## src/rtl/decode_pkg.sv

```systemverilog
package decode_pkg;

    localparam int XLEN    = 32;
    localparam int REG_AW  = 5;
    localparam int NUM_SRC = 2;

    localparam logic [REG_AW-1:0] LINK_REG = 5'd31; // $ra

    // primary opcodes
    localparam logic [5:0] OP_SPECIAL = 6'b000000;
    localparam logic [5:0] OP_REGIMM  = 6'b000001;
    localparam logic [5:0] OP_J       = 6'b000010;
    localparam logic [5:0] OP_JAL     = 6'b000011;
    localparam logic [5:0] OP_BEQ     = 6'b000100;
    localparam logic [5:0] OP_BNE     = 6'b000101;
    localparam logic [5:0] OP_BLEZ    = 6'b000110;
    localparam logic [5:0] OP_BGTZ    = 6'b000111;
    localparam logic [5:0] OP_ADDI    = 6'b001000;
    localparam logic [5:0] OP_ADDIU   = 6'b001001;
    localparam logic [5:0] OP_SLTI    = 6'b001010;
    localparam logic [5:0] OP_SLTIU   = 6'b001011;
    localparam logic [5:0] OP_ANDI    = 6'b001100;
    localparam logic [5:0] OP_ORI     = 6'b001101;
    localparam logic [5:0] OP_XORI    = 6'b001110;
    localparam logic [5:0] OP_LUI     = 6'b001111;

    // SPECIAL funct field
    localparam logic [5:0] FN_SLL  = 6'b000000;
    localparam logic [5:0] FN_SRL  = 6'b000010;
    localparam logic [5:0] FN_SRA  = 6'b000011;
    localparam logic [5:0] FN_SLLV = 6'b000100;
    localparam logic [5:0] FN_SRLV = 6'b000110;
    localparam logic [5:0] FN_SRAV = 6'b000111;
    localparam logic [5:0] FN_JR   = 6'b001000;
    localparam logic [5:0] FN_JALR = 6'b001001;
    localparam logic [5:0] FN_ADD  = 6'b100000;
    localparam logic [5:0] FN_ADDU = 6'b100001;
    localparam logic [5:0] FN_SUB  = 6'b100010;
    localparam logic [5:0] FN_SUBU = 6'b100011;
    localparam logic [5:0] FN_AND  = 6'b100100;
    localparam logic [5:0] FN_OR   = 6'b100101;
    localparam logic [5:0] FN_XOR  = 6'b100110;
    localparam logic [5:0] FN_NOR  = 6'b100111;
    localparam logic [5:0] FN_SLT  = 6'b101010;
    localparam logic [5:0] FN_SLTU = 6'b101011;

    // REGIMM rt field
    localparam logic [4:0] RT_BLTZ   = 5'b00000;
    localparam logic [4:0] RT_BGEZ   = 5'b00001;
    localparam logic [4:0] RT_BLTZAL = 5'b10000;
    localparam logic [4:0] RT_BGEZAL = 5'b10001;

    typedef enum logic [4:0] {
        ALU_NOP, ALU_OR, ALU_AND, ALU_XOR, ALU_NOR,
        ALU_SLL, ALU_SRL, ALU_SRA,
        ALU_ADD, ALU_ADDU, ALU_ADDI, ALU_ADDIU,
        ALU_SUB, ALU_SUBU, ALU_SLT, ALU_SLTU,
        ALU_J, ALU_JAL, ALU_JR, ALU_JALR,
        ALU_BEQ, ALU_BNE, ALU_BGTZ, ALU_BLEZ,
        ALU_BGEZ, ALU_BLTZ, ALU_BGEZAL, ALU_BLTZAL
    } aluop_e;

    typedef enum logic [2:0] {
        SEL_NOP,
        SEL_LOGIC,
        SEL_SHIFT,
        SEL_ARITH,
        SEL_JUMP_BRANCH
    } alusel_e;

    typedef struct packed {
        aluop_e            aluop;
        alusel_e           alusel;
        logic [REG_AW-1:0] wd;           // destination register
        logic              wreg;
        logic              inst_invalid;
    } dec_ctrl_t;

    typedef struct packed {
        logic              re;
        logic [REG_AW-1:0] addr;
    } rd_req_t;

    // late result from EX or MEM
    typedef struct packed {
        logic              we;
        logic [REG_AW-1:0] wd;
        logic [XLEN-1:0]   data;
    } bypass_t;

    typedef struct packed {
        dec_ctrl_t       ctrl;
        logic [XLEN-1:0] op1;
        logic [XLEN-1:0] op2;
        logic            branch_flag;
        logic [XLEN-1:0] branch_target;
        logic [XLEN-1:0] link_addr;
        logic [XLEN-1:0] pc;
    } id_out_t;

endpackage

```

## src/rtl/branch_issue.sv

```systemverilog
`timescale 1ns/1ps

module branch_issue (
    input  logic                        clk_i,
    input  logic                        reset_i,
    input  logic                        valid_i,
    input  logic                        stall_i,
    input  logic [decode_pkg::XLEN-1:0] pc_i,
    input  logic [decode_pkg::XLEN-1:0] inst_i,
    input  decode_pkg::dec_ctrl_t       ctrl_i,
    input  logic [decode_pkg::XLEN-1:0] op1_i,
    input  logic [decode_pkg::XLEN-1:0] op2_i,
    output logic                        valid_o,
    output decode_pkg::id_out_t         out_o
);
    import decode_pkg::*;

    logic [XLEN-1:0] pc_plus4;
    logic [XLEN-1:0] pc_plus8;
    logic [XLEN-1:0] br_off;
    logic [XLEN-1:0] target;
    logic            taken;
    logic            link;
    id_out_t         next_out;

    assign pc_plus4 = pc_i + 32'd4;
    assign pc_plus8 = pc_i + 32'd8;   // past the delay slot
    assign br_off   = {{14{inst_i[15]}}, inst_i[15:0], 2'b00};

    always_comb begin
        taken  = 1'b0;
        target = pc_plus4 + br_off;
        case (ctrl_i.aluop)
            ALU_J, ALU_JAL: begin
                taken  = 1'b1;
                target = {pc_plus4[31:28], inst_i[25:0], 2'b00};
            end
            ALU_JR, ALU_JALR: begin
                taken  = 1'b1;
                target = op1_i;
            end
            ALU_BEQ:                taken = (op1_i == op2_i);
            ALU_BNE:                taken = (op1_i != op2_i);
            ALU_BGTZ:               taken = !op1_i[31] && (op1_i != '0);
            ALU_BLEZ:               taken = op1_i[31] || (op1_i == '0);
            ALU_BGEZ, ALU_BGEZAL:   taken = !op1_i[31];
            ALU_BLTZ, ALU_BLTZAL:   taken = op1_i[31];
            default:                taken = 1'b0;
        endcase
        link = ctrl_i.aluop inside {ALU_JAL, ALU_JALR, ALU_BGEZAL, ALU_BLTZAL};
    end

    always_comb begin
        next_out               = '0;
        next_out.ctrl          = ctrl_i;
        next_out.ctrl.wreg     = ctrl_i.wreg && valid_i;  // bubble writes nothing
        next_out.op1           = op1_i;
        next_out.op2           = op2_i;
        next_out.branch_flag   = taken && valid_i;
        next_out.branch_target = taken ? target : '0;
        next_out.link_addr     = link ? pc_plus8 : '0;
        next_out.pc            = pc_i;
    end

    always_ff @(posedge clk_i) begin
        if (reset_i) begin
            valid_o <= 1'b0;
            out_o   <= '0;
        end else if (!stall_i) begin
            valid_o <= valid_i;
            out_o   <= next_out;
        end
    end

    a_reset_clears_valid: assert property (@(posedge clk_i) reset_i |=> !valid_o)
        else $error("valid_o high after reset edge");

endmodule

```

## src/rtl/id_stage.sv

```systemverilog
`timescale 1ns/1ps

module id_stage (
    input  logic                                          clk_i,
    input  logic                                          reset_i,
    input  logic                                          valid_i,
    input  logic                                          stall_i,
    input  logic [decode_pkg::XLEN-1:0]                   pc_i,
    input  logic [decode_pkg::XLEN-1:0]                   inst_i,
    input  logic [decode_pkg::NUM_SRC-1:0][decode_pkg::XLEN-1:0] rf_data_i,
    input  decode_pkg::bypass_t                           ex_byp_i,
    input  decode_pkg::bypass_t                           mem_byp_i,
    output decode_pkg::rd_req_t [decode_pkg::NUM_SRC-1:0] rd_req_o,
    output logic                                          valid_o,
    output decode_pkg::id_out_t                           id_o
);
    import decode_pkg::*;

    dec_ctrl_t                     ctrl;
    logic [XLEN-1:0]               imm;
    logic [NUM_SRC-1:0][XLEN-1:0]  src_op;

    inst_decoder u_dec (
        .inst_i   (inst_i),
        .pc_i     (pc_i),
        .ctrl_o   (ctrl),
        .rd_req_o (rd_req_o),
        .imm_o    (imm)
    );

    // one slice per source operand, rs then rt
    for (genvar i = 0; i < NUM_SRC; i++) begin : g_fwd
        operand_fwd u_fwd (
            .req_i     (rd_req_o[i]),
            .rf_data_i (rf_data_i[i]),
            .ex_byp_i  (ex_byp_i),
            .mem_byp_i (mem_byp_i),
            .imm_i     (imm),
            .op_o      (src_op[i])
        );
    end

    branch_issue u_issue (
        .clk_i   (clk_i),
        .reset_i (reset_i),
        .valid_i (valid_i),
        .stall_i (stall_i),
        .pc_i    (pc_i),
        .inst_i  (inst_i),
        .ctrl_i  (ctrl),
        .op1_i   (src_op[0]),
        .op2_i   (src_op[1]),
        .valid_o (valid_o),
        .out_o   (id_o)
    );

endmodule

```

## src/rtl/inst_decoder.sv

```systemverilog
`timescale 1ns/1ps

module inst_decoder (
    input  logic [decode_pkg::XLEN-1:0]                   inst_i,
    input  logic [decode_pkg::XLEN-1:0]                   pc_i,
    output decode_pkg::dec_ctrl_t                         ctrl_o,
    output decode_pkg::rd_req_t [decode_pkg::NUM_SRC-1:0] rd_req_o,
    output logic [decode_pkg::XLEN-1:0]                   imm_o
);
    import decode_pkg::*;

    logic [5:0]        op;
    logic [REG_AW-1:0] rs;
    logic [REG_AW-1:0] rt;
    logic [REG_AW-1:0] rd;
    logic [4:0]        shamt;
    logic [5:0]        funct;
    logic              sa_form; // sll/srl/sra funct group
    logic              i_form;  // addi .. lui

    aluop_e            aluop;
    alusel_e           alusel;
    logic [REG_AW-1:0] wd;
    logic              wreg;
    logic              invalid;
    logic              rs_re;
    logic              rt_re;
    logic [XLEN-1:0]   imm;

    assign op    = inst_i[31:26];
    assign rs    = inst_i[25:21];
    assign rt    = inst_i[20:16];
    assign rd    = inst_i[15:11];
    assign shamt = inst_i[10:6];
    assign funct = inst_i[5:0];

    assign sa_form = (funct[5:2] == 4'b0000);
    assign i_form  = (op[5:3] == 3'b001);

    always_comb begin
        aluop   = ALU_NOP;
        wd      = rd;
        wreg    = 1'b0;
        invalid = 1'b1;
        rs_re   = 1'b0;
        rt_re   = 1'b0;
        imm     = '0;

        case (op)
            OP_SPECIAL: begin
                case (funct)
                    FN_OR:   aluop = ALU_OR;
                    FN_AND:  aluop = ALU_AND;
                    FN_XOR:  aluop = ALU_XOR;
                    FN_NOR:  aluop = ALU_NOR;
                    FN_SLLV: aluop = ALU_SLL;
                    FN_SRLV: aluop = ALU_SRL;
                    FN_SRAV: aluop = ALU_SRA;
                    FN_ADD:  aluop = ALU_ADD;
                    FN_ADDU: aluop = ALU_ADDU;
                    FN_SUB:  aluop = ALU_SUB;
                    FN_SUBU: aluop = ALU_SUBU;
                    FN_SLT:  aluop = ALU_SLT;
                    FN_SLTU: aluop = ALU_SLTU;
                    FN_JR:   aluop = ALU_JR;
                    FN_JALR: aluop = ALU_JALR;
                    // fixed shifts need rs field zero
                    FN_SLL:  aluop = (rs == '0) ? ALU_SLL : ALU_NOP;
                    FN_SRL:  aluop = (rs == '0) ? ALU_SRL : ALU_NOP;
                    FN_SRA:  aluop = (rs == '0) ? ALU_SRA : ALU_NOP;
                    default: aluop = ALU_NOP;
                endcase
                if (aluop != ALU_NOP) begin
                    invalid = 1'b0;
                    wreg    = (aluop != ALU_JR);
                    rs_re   = !sa_form;
                    rt_re   = !(aluop inside {ALU_JR, ALU_JALR});
                    if (sa_form) begin
                        imm[4:0] = shamt; // shift amount goes in as op1
                    end
                end
            end
            OP_ORI:   aluop = ALU_OR;
            OP_ANDI:  aluop = ALU_AND;
            OP_XORI:  aluop = ALU_XOR;
            OP_LUI:   aluop = ALU_OR;
            OP_ADDI:  aluop = ALU_ADDI;
            OP_ADDIU: aluop = ALU_ADDIU;
            OP_SLTI:  aluop = ALU_SLT;
            OP_SLTIU: aluop = ALU_SLTU;
            OP_J: begin
                aluop   = ALU_J;
                invalid = 1'b0;
            end
            OP_JAL: begin
                aluop   = ALU_JAL;
                wreg    = 1'b1;
                wd      = LINK_REG;
                invalid = 1'b0;
            end
            OP_BEQ, OP_BNE: begin
                aluop   = (op == OP_BEQ) ? ALU_BEQ : ALU_BNE;
                rs_re   = 1'b1;
                rt_re   = 1'b1;
                invalid = 1'b0;
            end
            OP_BGTZ, OP_BLEZ: begin
                aluop   = (op == OP_BGTZ) ? ALU_BGTZ : ALU_BLEZ;
                rs_re   = 1'b1;
                invalid = 1'b0;
            end
            OP_REGIMM: begin
                case (rt)
                    RT_BGEZ:   aluop = ALU_BGEZ;
                    RT_BLTZ:   aluop = ALU_BLTZ;
                    RT_BGEZAL: aluop = ALU_BGEZAL;
                    RT_BLTZAL: aluop = ALU_BLTZAL;
                    default:   aluop = ALU_NOP;
                endcase
                if (aluop != ALU_NOP) begin
                    rs_re   = 1'b1;
                    invalid = 1'b0;
                    if (rt[4]) begin // linking forms
                        wreg = 1'b1;
                        wd   = LINK_REG;
                    end
                end
            end
            default: aluop = ALU_NOP;
        endcase

        if (i_form) begin
            rs_re   = 1'b1;
            wd      = rt;
            wreg    = 1'b1;
            invalid = 1'b0;
            if (op == OP_LUI) begin
                imm = {inst_i[15:0], 16'h0};
            end else if (op[2]) begin
                imm = {16'h0, inst_i[15:0]}; // andi/ori/xori
            end else begin
                imm = {{16{inst_i[15]}}, inst_i[15:0]};
            end
        end
    end

    always_comb begin
        case (aluop)
            ALU_NOP:                           alusel = SEL_NOP;
            ALU_OR, ALU_AND, ALU_XOR, ALU_NOR: alusel = SEL_LOGIC;
            ALU_SLL, ALU_SRL, ALU_SRA:         alusel = SEL_SHIFT;
            ALU_ADD, ALU_ADDU, ALU_ADDI, ALU_ADDIU,
            ALU_SUB, ALU_SUBU, ALU_SLT, ALU_SLTU: alusel = SEL_ARITH;
            default:                           alusel = SEL_JUMP_BRANCH;
        endcase
    end

    assign ctrl_o = '{aluop: aluop, alusel: alusel, wd: wd, wreg: wreg, inst_invalid: invalid};

    assign rd_req_o[0] = '{re: rs_re, addr: rs};
    assign rd_req_o[1] = '{re: rt_re, addr: rt};
    assign imm_o       = imm;

    // an undecoded word must not touch the register file
    a_no_read_on_invalid: assert final ($isunknown(inst_i) || !ctrl_o.inst_invalid ||
                                        !(rd_req_o[0].re || rd_req_o[1].re))
        else $error("read request for invalid instruction %h at pc %h", inst_i, pc_i);

endmodule

```

## src/rtl/operand_fwd.sv

```systemverilog
`timescale 1ns/1ps

module operand_fwd (
    input  decode_pkg::rd_req_t         req_i,
    input  logic [decode_pkg::XLEN-1:0] rf_data_i,
    input  decode_pkg::bypass_t         ex_byp_i,
    input  decode_pkg::bypass_t         mem_byp_i,
    input  logic [decode_pkg::XLEN-1:0] imm_i,
    output logic [decode_pkg::XLEN-1:0] op_o
);

    logic ex_hit;
    logic mem_hit;

    // register 0 gets no special treatment here
    assign ex_hit  = req_i.re && ex_byp_i.we && (ex_byp_i.wd == req_i.addr);
    assign mem_hit = req_i.re && mem_byp_i.we && (mem_byp_i.wd == req_i.addr);

    always_comb begin
        if (ex_hit) begin
            op_o = ex_byp_i.data;  // youngest result wins
        end else if (mem_hit) begin
            op_o = mem_byp_i.data;
        end else if (req_i.re) begin
            op_o = rf_data_i;
        end else begin
            op_o = imm_i;          // no read, immediate operand
        end
    end

    a_ex_over_mem: assert final (!(ex_hit && mem_hit) || op_o == ex_byp_i.data)
        else $error("EX bypass lost to MEM for r%0d", req_i.addr);

endmodule

```

## config.mk

```make
export PLATFORM = sky130hd
export DESIGN_NAME = id_stage
export DESIGN_NICKNAME = d
export VERILOG_FILES = /design/src/rtl/decode_pkg.sv /design/src/rtl/branch_issue.sv /design/src/rtl/id_stage.sv /design/src/rtl/inst_decoder.sv /design/src/rtl/operand_fwd.sv
export SDC_FILE = /design/constraint.sdc
export NUM_CORES = 1
export LEC_CHECK = 0
export ABC_AREA = 0
export BUFFER_PORTS_ARGS = -buffer_cell sky130_fd_sc_hd__buf_2
export CAP_MARGIN = 20
export CORE_AREA = 3 3 192 147
export CTS_CLUSTER_SIZE = 14
export DETAILED_ROUTE_END_ITERATION = 10
export DIE_AREA = 0 0 195 150
export PLACE_DENSITY = 0.75
export SYNTH_ARGS = -nofsm -noshare
export SYNTH_HDL_FRONTEND = slang
export SYNTH_SLANG_ARGS = --single-unit
```

## constraint.sdc

```tcl
create_clock -name clk_i -period 4.6 [get_ports clk_i]
set_input_delay 0.92 -clock clk_i [delete_from_list [all_inputs] [get_ports clk_i]]
set_output_delay 0.92 -clock clk_i [all_outputs]
set_load 0.05 [all_outputs]
```

After elaboration in Yosys (flattened, before gate mapping)
Memory sizes are Yosys's and may differ from the RTL's.
Index checks and enable logic that the tools add are counted.
{ "word_totals": {"reg_bits": 177, "latchBits": 0, "mem_bits_rw": 0, "mem_bits_ro": 32, "inputBits": 208, "output_inout_bits": 189, "word_cells": 155, "n_memories": 1} }
{ "mem_list": {"columns": ["memory", "words", "width", "rd", "rd_clocked_by_memory_dff", "wr", "line_no", "text"], "rows": [
  ["(no name shown)", 16, 2, 1, 0, 0, "inst_decoder.sv:148", "case (aluop)"]
]} }
{ "op_classes": {"add_sub_neg": 3, "mul": 0, "n_div": 0, "n_lt_le_gt_ge": 0, "n_eq_ne": 57, "shifts": 0, "n_mux": 46, "bitwise_logic": 0, "reduce_logical": 36} }
{ "ops": {"columns": ["operator", "count"], "rows": [
  ["32-bit two-way mux", 11],
  ["5-bit case mux with 18 select lines", 1],
  ["5-bit equality test (second input constant)", 16],
  ["5-bit case mux with 13 select lines", 1],
  ["32-bit case mux with 2 select lines", 1],
  ["6-bit by 4-bit equality test with 1-bit output (second input constant)", 10],
  ["6-bit equality test (second input constant)", 10],
  ["6-bit by 3-bit equality test with 1-bit output (second input constant)", 7],
  ["5-bit two-way mux", 8],
  ["32-bit by 3-bit adder with 32-bit output (second input constant)", 1],
  ["32-bit adder", 1],
  ["32-bit by 4-bit adder with 32-bit output (second input constant)", 1],
  ["32-bit equality test", 1],
  ["32-bit logical NOT", 1],
  ["32-bit != test", 1],
  ["32-bit nonzero test", 1],
  ["6-bit by 2-bit equality test with 1-bit output (second input constant)", 4],
  ["5-bit equality test", 4],
  ["5-bit case mux with 4 select lines", 1],
  ["2-bit OR reduction", 7],
  ["1-bit two-way mux", 13],
  ["6-bit logical NOT", 2],
  ["3-bit two-way mux", 4],
  ["1-bit logical AND", 11],
  ["other kinds (17)", 24]
]} }

Longest topological paths before layout
Gate-level depths: netlist (run 1).
{ "depth": {"ltp_word": 16, "mapped_depth": 20, "depth_no_buf": 20} }

Hierarchy
Synthesis (run 1) repeated with hierarchy kept, for this count alone.
{ "hier_totals": {"hier_cells": 1712, "area_unflattened_um2": 14537.7} }
{ "by_module_without_submodules": {"columns": ["module", "instances", "cells_per_inst", "area_each_um2", "seq_area_each_um2"], "rows": [
  ["branch_issue", 1, 1120, 9759.4, 3543.4],
  ["operand_fwd", 2, 206, 1830.5, 0.0],
  ["inst_decoder", 1, 180, 1117.3, 0.0]
]} }

Worst setup path after synthesis (run 1)
OpenSTA, ideal clock, no wires.
{ "synth_timing": {"path_type": "input port to flip-flop", "startpoint": "input port pc_i[9] (netlist bit)", "endpoint": "register u_issue.out_o[95] (netlist bit)", "setup_time_ns": 0.117, "t_arrival_ns": 4.629, "t_required_ns": 4.483, "setup_slack_ns": -0.146, "stages": 19, "path_buffers": 1, "cell_sequence": "clkbuf_1 > nand4_1 > or3_1 > or2_2 > xnor2_1 > ha_1 > nand2_1 > nor2_1 > a22o_1 > a31oi_1 > nand3b_1 > o21ai_0 > a41o_1 > o21ai_0 > o41ai_1 > o21ai_0 > xnor2_1 > nand2_1 > a32o_1"} }
{ "synth_between": {"elab_chain_cells": 4} }
{ "synth_rtl": {"columns": ["item", "line_no", "text"], "rows": [
  ["start: declaration", "id_stage.sv:8", "input logic [decode_pkg::XLEN-1:0] pc_i,"],
  ["32-bit by 3-bit adder with 32-bit output (*)", "branch_issue.sv:26", "assign pc_plus4 = pc_i + 32'd4;"],
  ["32-bit adder", "branch_issue.sv:32", "target = pc_plus4 + br_off;"],
  ["32-bit case mux with 2 select lines (*)", "branch_issue.sv:33", "case (ctrl_i.aluop)"],
  ["32-bit two-way mux (*)", "branch_issue.sv:60", "next_out.branch_target = taken ? target : '0;"],
  ["end signal: assignment", "branch_issue.sv:71", "out_o <= next_out;"],
  ["end: declaration", "branch_issue.sv:14", "output decode_pkg::id_out_t out_o"]
]} }
Mark *: on every way between the ends. The rest lies on a longest branch, timed or not.
A chain may end at the register's enable or synchronous reset.

Worst setup path in the final report (run 1)
{ "layout_timing": {"startpoint": "input port inst_i[2] (netlist bit)", "endpoint": "register u_issue.out_o[71] (netlist bit)"} }
{ "layout_between": {"elab_chain_cells": 15, "elab_cells_between_ends": 81, "classes_between": "add/sub: 1; eq/ne: 33; mux: 23; reduce/logical: 24"} }
{ "layout_rtl": {"columns": ["item", "line_no", "text"], "rows": [
  ["start: declaration", "id_stage.sv:9", "input logic [decode_pkg::XLEN-1:0] inst_i,"],
  ["6-bit by 2-bit equality test with 1-bit output (tied with other cells)", "inst_decoder.sv:51", "case (funct)"],
  ["5-bit case mux with 18 select lines", "inst_decoder.sv:51", null],
  ["5-bit two-way mux", "inst_decoder.sv:49", "case (op)"],
  ["5-bit equality test or 5-bit nonzero test (tied branches)", "inst_decoder.sv:77, inst_decoder.sv:73", null],
  ["2-bit nonzero test or 1-bit two-way mux (tied branches)", "inst_decoder.sv:77, inst_decoder.sv:73", null],
  ["1-bit logical NOT or 1-bit case mux with 3 select lines (tied branches)", "inst_decoder.sv:77, inst_decoder.sv:49", null],
  ["1-bit two-way mux (on tied branches)", "inst_decoder.sv:73, inst_decoder.sv:132", null],
  ["1-bit case mux with 2 select lines or 1-bit logical AND (tied branches)", "inst_decoder.sv:49, operand_fwd.sv:17", null],
  ["1-bit logical AND", "operand_fwd.sv:17", "assign mem_hit = req_i.re && mem_byp_i.we && (mem_byp_i.wd == req_i.addr);"],
  ["1-bit logical AND or 32-bit two-way mux (tied branches)", "operand_fwd.sv:17, operand_fwd.sv:22", null],
  ["32-bit two-way mux (on tied branches)", "operand_fwd.sv:22, operand_fwd.sv:20", null],
  ["32-bit two-way mux (tied with other cells)", "operand_fwd.sv:20", "if (ex_hit) begin"],
  ["32-bit != test (tied with other cells)", "branch_issue.sv:43", "ALU_BNE: taken = (op1_i != op2_i);"],
  ["1-bit case mux with 7 select lines", "branch_issue.sv:33", null],
  ["32-bit two-way mux (*)", "branch_issue.sv:60", null]
]} }
Mark *: on every way between the ends. The rest lies on a longest branch, timed or not. The select of a mux whose other input is x is not followed.

==> flow_metrics.env, run 1 <==
export IMPL_status="finished, final reports clean"
export IMPL_synthFlopType="dfxtp_1"
export IMPL_power_density_mw_per_mm2=260
export IMPL_synthSimpleGateAreaFrac_pct=20.7
export IMPL_synth_mux_area_share_pct=7.95
export IMPL_cts_hold_buffers=0
export IMPL_grt_pass1_vias=13800
export IMPL_synthAdderAreaFrac_pct=3.30
export IMPL_antenna_found_initial=5
export IMPL_hp_class="reg2reg"
export IMPL_place_gp_congestion=1.08
export IMPL_via_count=14900
export IMPL_path_max_fanout=24
export IMPL_peakVddDrop_mv=0.282
export IMPL_htree_num_levels=4
export IMPL_io_pins=397
export IMPL_endpoint_kind="register"
export IMPL_cts_clk_slew_worst_paths_ps=70
export IMPL_worst_pin_slew_ps=1120
export IMPL_layout_nets=2366
export IMPL_ys_types=79
export IMPL_layout_common_cells="buf_2 (394), nor2_1 (234), buf_4 (227)"
export IMPL_synth_top_family_by_area="compound AO/OA/AOI/OAI gates"
export IMPL_ys_ff_latch=176
export IMPL_fmax_mhz=223
export IMPL_final_area_mm2=0.0168
export IMPL_die_h_um=150
export IMPL_routed_wl_um=56900
export IMPL_instances_no_fill=2493
export IMPL_multi_input_area_mm2=0.00824
export IMPL_maxCapViolations=0
export IMPL_cp_required_ps=4920
export IMPL_grt_pass1_wl_um=83500
export IMPL_dr_first_iter_drc_count=1925
export IMPL_drt_first_pass_iters=5
export IMPL_skew_ps=0
export IMPL_synthCells=1610
export IMPL_syn_avg_cell_area_um2=7.68
export IMPL_tns_ps=0
export IMPL_cts_sinks=176
export IMPL_crit_path_max_incr_delay_ps=550
export IMPL_yosysSeqAreaShare_pct=28.5
export IMPL_syn_nets=1850
export IMPL_syn2layout_area_growth_pct=36.0
export IMPL_clk_insertion_delay_late_ps=440
export IMPL_final_min_period_over_clock_period_pct=97.5
export IMPL_crit_chain="buf_2 > buf_4 > or4b_4 > or2_4 > a32o_2 > nor2_4 > inv_4 > buf_4 > a221o_1 > xnor2_1 > nor4_1 > nand4_1 > nor4_2 > xnor2_1 > o211ai_2 > buf_12 > a32o_1"
export IMPL_start_kind="primary input"
export IMPL_grt_setup_unrepaired="false"
export IMPL_setup_viol=0
export IMPL_synthesis_area_mm2=0.0124
export IMPL_criticalPathCategory="in2reg"
export IMPL_drt_drc_violations_left=0
export IMPL_slew_viol_final=0
export IMPL_seqCellArea_mm2=0.00352
export IMPL_arrival_ps=4810
export IMPL_slowest_stage="or4b_4"
export IMPL_row_count=52
export IMPL_cts_setup_buffers=0
export IMPL_synth_edff_count=0
export IMPL_ys_async_sr_fraction_pct=0
export IMPL_place_inst=2457
export IMPL_finalHoldViolations=0
export IMPL_track_usage_pct=37.1
export IMPL_initial_core_util_pct=46.3
export IMPL_dpl_cell_area_mm2=0.0161
export IMPL_leakage_uw=0.00753
export IMPL_synth_xor_area_share_pct=9.49
export IMPL_hpwl_um=46300
export IMPL_die_x_um=195
export IMPL_grt_max_degree=80
export IMPL_max_slew_margin_rel_pct=24.6
export IMPL_io_buffers=396
export IMPL_dieArea_mm2=0.0293
export IMPL_final_common_cell="buf_2"
export IMPL_fill_cells=2434
export IMPL_overflow=0
export IMPL_drive_gt1_share_pct=33.1
export IMPL_numCtsBuffers=17
export IMPL_via_per_inst=5.99
export IMPL_yosysWarningCount=0
export IMPL_cts_root_buf="clkbuf_16"
export IMPL_total_power_uw=4370
export IMPL_layout_min_cycle_time_ps=4480
export IMPL_antenna_left=0
export IMPL_core_area_mm2=0.0267
export IMPL_cts_tree="done"
export IMPL_clk_path_buf_depth=2
export IMPL_wire_per_inst_um=22.8
export IMPL_synth_compound_area_share_pct=24.4
==> state kept, by name, indices dropped and copies added (netlist names) <==
signal and flops:
u_issue.out_o 175, u_issue.valid_o 1
==> worst max-delay path, delay by kind of cell <==
kind                   cells  cell delay (ps)
AO/OA/AOI/OAI              4             1020
XOR/XNOR                   2              380
buffers and inverters      5              730
AND/OR/NAND/NOR            6             1750
==> repair_timing <==
| action | CTS | global route |
|---|---|---|
| endpoints found under the setup margin | 0 | 33 |
| resized for setup | 0 | 19 |
| endpoints found under the hold margin | 0 | 0 |
==> path summary, 6_finish.rpt <==
kind         slack, ps                end               from  cells past startpoint
max reg2reg       3290  u_issue.out_o[94]  u_issue.out_o[94]                      4
max                120  u_issue.out_o[71]          inst_i[2]                     17
min                450  u_issue.out_o[65]  u_issue.out_o[65]                      2
min reg2reg        450  u_issue.out_o[65]  u_issue.out_o[65]                      2
==> cells in the mapped netlist, types with 6 or more instances <==
cell	number	area (um2)
clkbuf_1	97	364
mux2i_1	97	971
dfxtp_1	176	3520
nor2b_1	9	56.3
o21ai_0	68	340
a211oi_1	13	97.6
nor4_1	22	138
ha_1	31	388
nor2_1	236	886
and3_1	11	68.8
nand4_1	24	150
o211ai_1	31	233
buf_4	14	105
a31oi_1	16	100
inv_1	26	97.6
a22oi_1	57	428
nand3_1	31	155
a2111o_1	6	67.6
a221o_1	6	60.1
xnor2_1	82	718
xor2_1	52	455
and2_1	6	37.5
nor3_1	26	130
a21o_1	9	67.6
nand2b_1	11	68.8
a32o_1	26	260
nand2_1	157	589
o221ai_1	15	131
a21oi_1	132	661
o21a_1	6	45.0
o22ai_1	11	68.8
or4_1	6	45.0
buf_1	9	33.8
or2_2	8	50.1
buf_2	12	60.1
==> through the flow <==
| step | util (%) | hold WS (ps) | setup WS [ps] |
|---|---|---|---|
| 2_1_floorplan | - | 673 | 19.9 |
| 3_3_place_gp | 60.4 | 440 | -295 |
| 3_5_place_dp | 60.4 | 434 | -339 |
| 4_1_cts | 62.7 | 452 | 124 |
| 5_1_grt | 63.0 | 475 | 7.51 |
| 6_report | 63.0 | 454 | 116 |
==> power by group <==
part           internal, uW  total, uW  leakage (uW)  switching, uW
clock                   740       1470      0.000293            732
sequential             1560       1590       0.00143           24.3
combinational           483       1310       0.00580            823
total                  2790       4370       0.00753           1580
==> cell type report <==
type / instances / area share, %
Clock buffer: 17 / 2.53
Antenna cell: 3 / 0.0447
Inverter: 27 / 0.618
Tap cell: 351 / 2.61
Multi-Input combinational cell: 1272 / 49.0
Sequential cell: 176 / 21.0
Timing Repair Buffer: 632 / 23.1
Clock inverter: 15 / 1.10
==> cells by family after synthesis <==
logic type | after synthesis
muxes | 98
and+or+nand+nor | 566
DFF | 176
adders and majority gates | 32
xor gates and xnor gates | 134
AOI/OAI and AO/OA | 442
buffers and inverters | 162
==> routing by layer <==
metal | share of wire (%) | GRT usage [%] | routed length [um]
met1 | 44 | 53.0 | 24800
met2 | 41 | 52.0 | 23100
met3 | 13 | 13.5 | 7530
met4 | 2.6 | 10.5 | 1490
met5 | 0.040 | 0 | 23
Power figures use the tool's default switching activity.
==> run 2: changes to the inputs <==
--- a/config.mk
+++ b/config.mk
@@ -8,11 +8,12 @@
 export ABC_AREA = 0
 export BUFFER_PORTS_ARGS = -buffer_cell sky130_fd_sc_hd__buf_2
 export CAP_MARGIN = 20
-export CORE_AREA = 3 3 192 147
+export CORE_AREA = 3 3 221 169
+export CTS_BUF_LIST = sky130_fd_sc_hd__clkbuf_4 sky130_fd_sc_hd__clkbuf_8 sky130_fd_sc_hd__clkbuf_16
 export CTS_CLUSTER_SIZE = 14
 export DETAILED_ROUTE_END_ITERATION = 10
-export DIE_AREA = 0 0 195 150
-export PLACE_DENSITY = 0.75
+export DIE_AREA = 0 0 224 172
+export PLACE_DENSITY = 0.58
 export SYNTH_ARGS = -nofsm -noshare
 export SYNTH_HDL_FRONTEND = slang
 export SYNTH_SLANG_ARGS = --single-unit
==> run 2 against run 1 <==
Non-clock buffer count stayed put. Setup slack gained 29 ps. Combinational power hardly changed. Sequential share of layout area fell by 0.19 points. Final area rose by 0.92%. Final cell count up 4.5%. Critical endpoint is now u_issue.out_o[94].
==> flow_metrics.env, run 2 (same netlist as run 1, synthesis figures left out) <==
export IMPL_hold_slack_ps=458
export IMPL_cts_setup_buffers=0
export IMPL_drt_first_pass_iters=6
export IMPL_fill_cells=3575
export IMPL_status="finished, final reports clean"
export IMPL_largest_register="u_issue.out_o"
export IMPL_io_buffers=396
export IMPL_leakage_uw=0.00754
export IMPL_maxCapViolations=0
export IMPL_cts_hold_buffers=0
export IMPL_grt_max_degree=108
export IMPL_initial_core_util_pct=34.8
export IMPL_clk_insertion_delay_late_ps=450
export IMPL_fmax_mhz=224
export IMPL_power_density_mw_per_mm2=260
export IMPL_criticalPathCategory="in2reg"
export IMPL_finalHoldViolations=0
export IMPL_layout_min_cycle_time_ps=4450
export IMPL_dieArea_mm2=0.0385
export IMPL_crit_path_max_incr_delay_ps=560
export IMPL_cts_tree="done"
export IMPL_worst_pin_slew_ps=1020
export IMPL_overflow=0
export IMPL_final_common_cell="buf_2"
export IMPL_clk_path_buf_depth=2
export IMPL_start_kind="primary input"
export IMPL_core_area_mm2=0.0355
export IMPL_syn2layout_area_growth_pct=37.2
export IMPL_final_min_period_over_clock_period_pct=96.8
export IMPL_antenna_found_initial=3
export IMPL_dr_first_iter_drc_count=1627
export IMPL_cp_required_ps=4940
export IMPL_hp_class="reg2reg"
export IMPL_die_h_um=172
export IMPL_htree_num_levels=4
export IMPL_track_usage_pct=30.4
export IMPL_setup_viol=0
export IMPL_skew_ps=0
export IMPL_place_gp_congestion=1.01
export IMPL_grt_pass1_vias=13300
export IMPL_io_pins=397
export IMPL_cts_root_buf="clkbuf_16"
export IMPL_via_count=14700
export IMPL_peakVddDrop_mv=0.208
export IMPL_grt_setup_unrepaired="true"
export IMPL_largest_reg_flops=175
export IMPL_arrival_ps=4800
export IMPL_max_slew_margin_rel_pct=32.1
export IMPL_die_x_um=224
export IMPL_cts_sinks=176
export IMPL_row_count=60
export IMPL_layout_nets=2366
export IMPL_grt_pass1_wl_um=87400
export IMPL_antenna_left=0
export IMPL_drive_gt1_share_pct=33.0
export IMPL_wire_per_inst_um=23.6
export IMPL_endpoint_kind="register"
export IMPL_cts_clk_slew_worst_paths_ps=70
export IMPL_numCtsBuffers=17
export IMPL_drt_drc_violations_left=0
export IMPL_path_max_fanout=15
export IMPL_slew_viol_final=0
export IMPL_crit_chain="buf_2 > buf_4 > or4b_4 > or2_4 > a32o_2 > nor2_4 > inv_4 > buf_4 > a221o_1 > xnor2_1 > nor4_1 > nand4_1 > nor4_2 > xnor2_1 > o211a_4 > a2111oi_4"
export IMPL_layout_common_cells="buf_2 (394), nor2_1 (234), buf_4 (226)"
export IMPL_routed_wl_um=61500
export IMPL_hpwl_um=50700
export IMPL_largestRegisters="u_issue.out_o (175), u_issue.valid_o (1)"
export IMPL_via_per_inst=5.64
export IMPL_slowest_stage="or4b_4"
export IMPL_tns_ps=0
[run 2: metal layers]
metal	vias to the layer above	track usage [%]	routed length [um]
met1	7038	44.1	28500
met2	737	43.0	24900
met4	4	6.36	1030
met3	68	10.6	6960
li1	6850	-	-
met5	-	1.24	73
[run 2: power by group]
part           internal, uW  total [uW]  switching [uW]
combinational           487        1310             827
clock                   784        1520             731
sequential             1560        1590            23.5
[run 2: worst max-delay path: cells and delay by family]
family / cells / cell delay (ps)
AOI/OAI and AO/OA: 4 / 1310
xor gates and xnor gates: 2 / 300
buffers and inverters: 4 / 580
and+or+nand+nor: 6 / 1680
[run 2: final timing paths]
path	start	endpoint	slack [ps]	cells past startpoint
max reg2reg	u_issue.out_o[94]	u_issue.out_o[94]	3300	4
min	u_issue.out_o[73]	u_issue.out_o[73]	460	2
min reg2reg	u_issue.out_o[73]	u_issue.out_o[73]	460	2
max	inst_i[2]	u_issue.out_o[94]	150	16
[run 2: cell type report]
type	instances	area, um2	area share, %
tap	465	582	3.43
multi-input combinational	1272	8230	48.5
clock inverter	14	186	1.10
antenna	2	5.00	0.0295
clock buffer	17	425	2.51
inverter	27	104	0.612
timing repair buffer	632	3900	23.0
sequential	176	3520	20.8
[run 2: what timing repair did]
action	4_1_cts	5_1_grt
gates resized for setup	2	15
setup endpoints to repair	31	33
pin swaps	0	1
[run 2: stage by stage]
| stage | instances | utilization (%) | instance area (um2) | setup slack (ps) | power [uW] |
|---|---|---|---|---|---|
| finish | 2605 | 47.8 | 17000 | 145 | 4420 |
| global route | 2605 | 47.8 | 17000 | -21.0 | 4610 |
| global placement | 2572 | 45.8 | 16300 | -604 | 2900 |
| detailed placement | 2572 | 45.8 | 16300 | -612 | 2900 |
| floorplan | 1610 | - | 12400 | 19.9 | 2350 |
| CTS | 2603 | 47.6 | 16900 | 6.35 | 4420 |
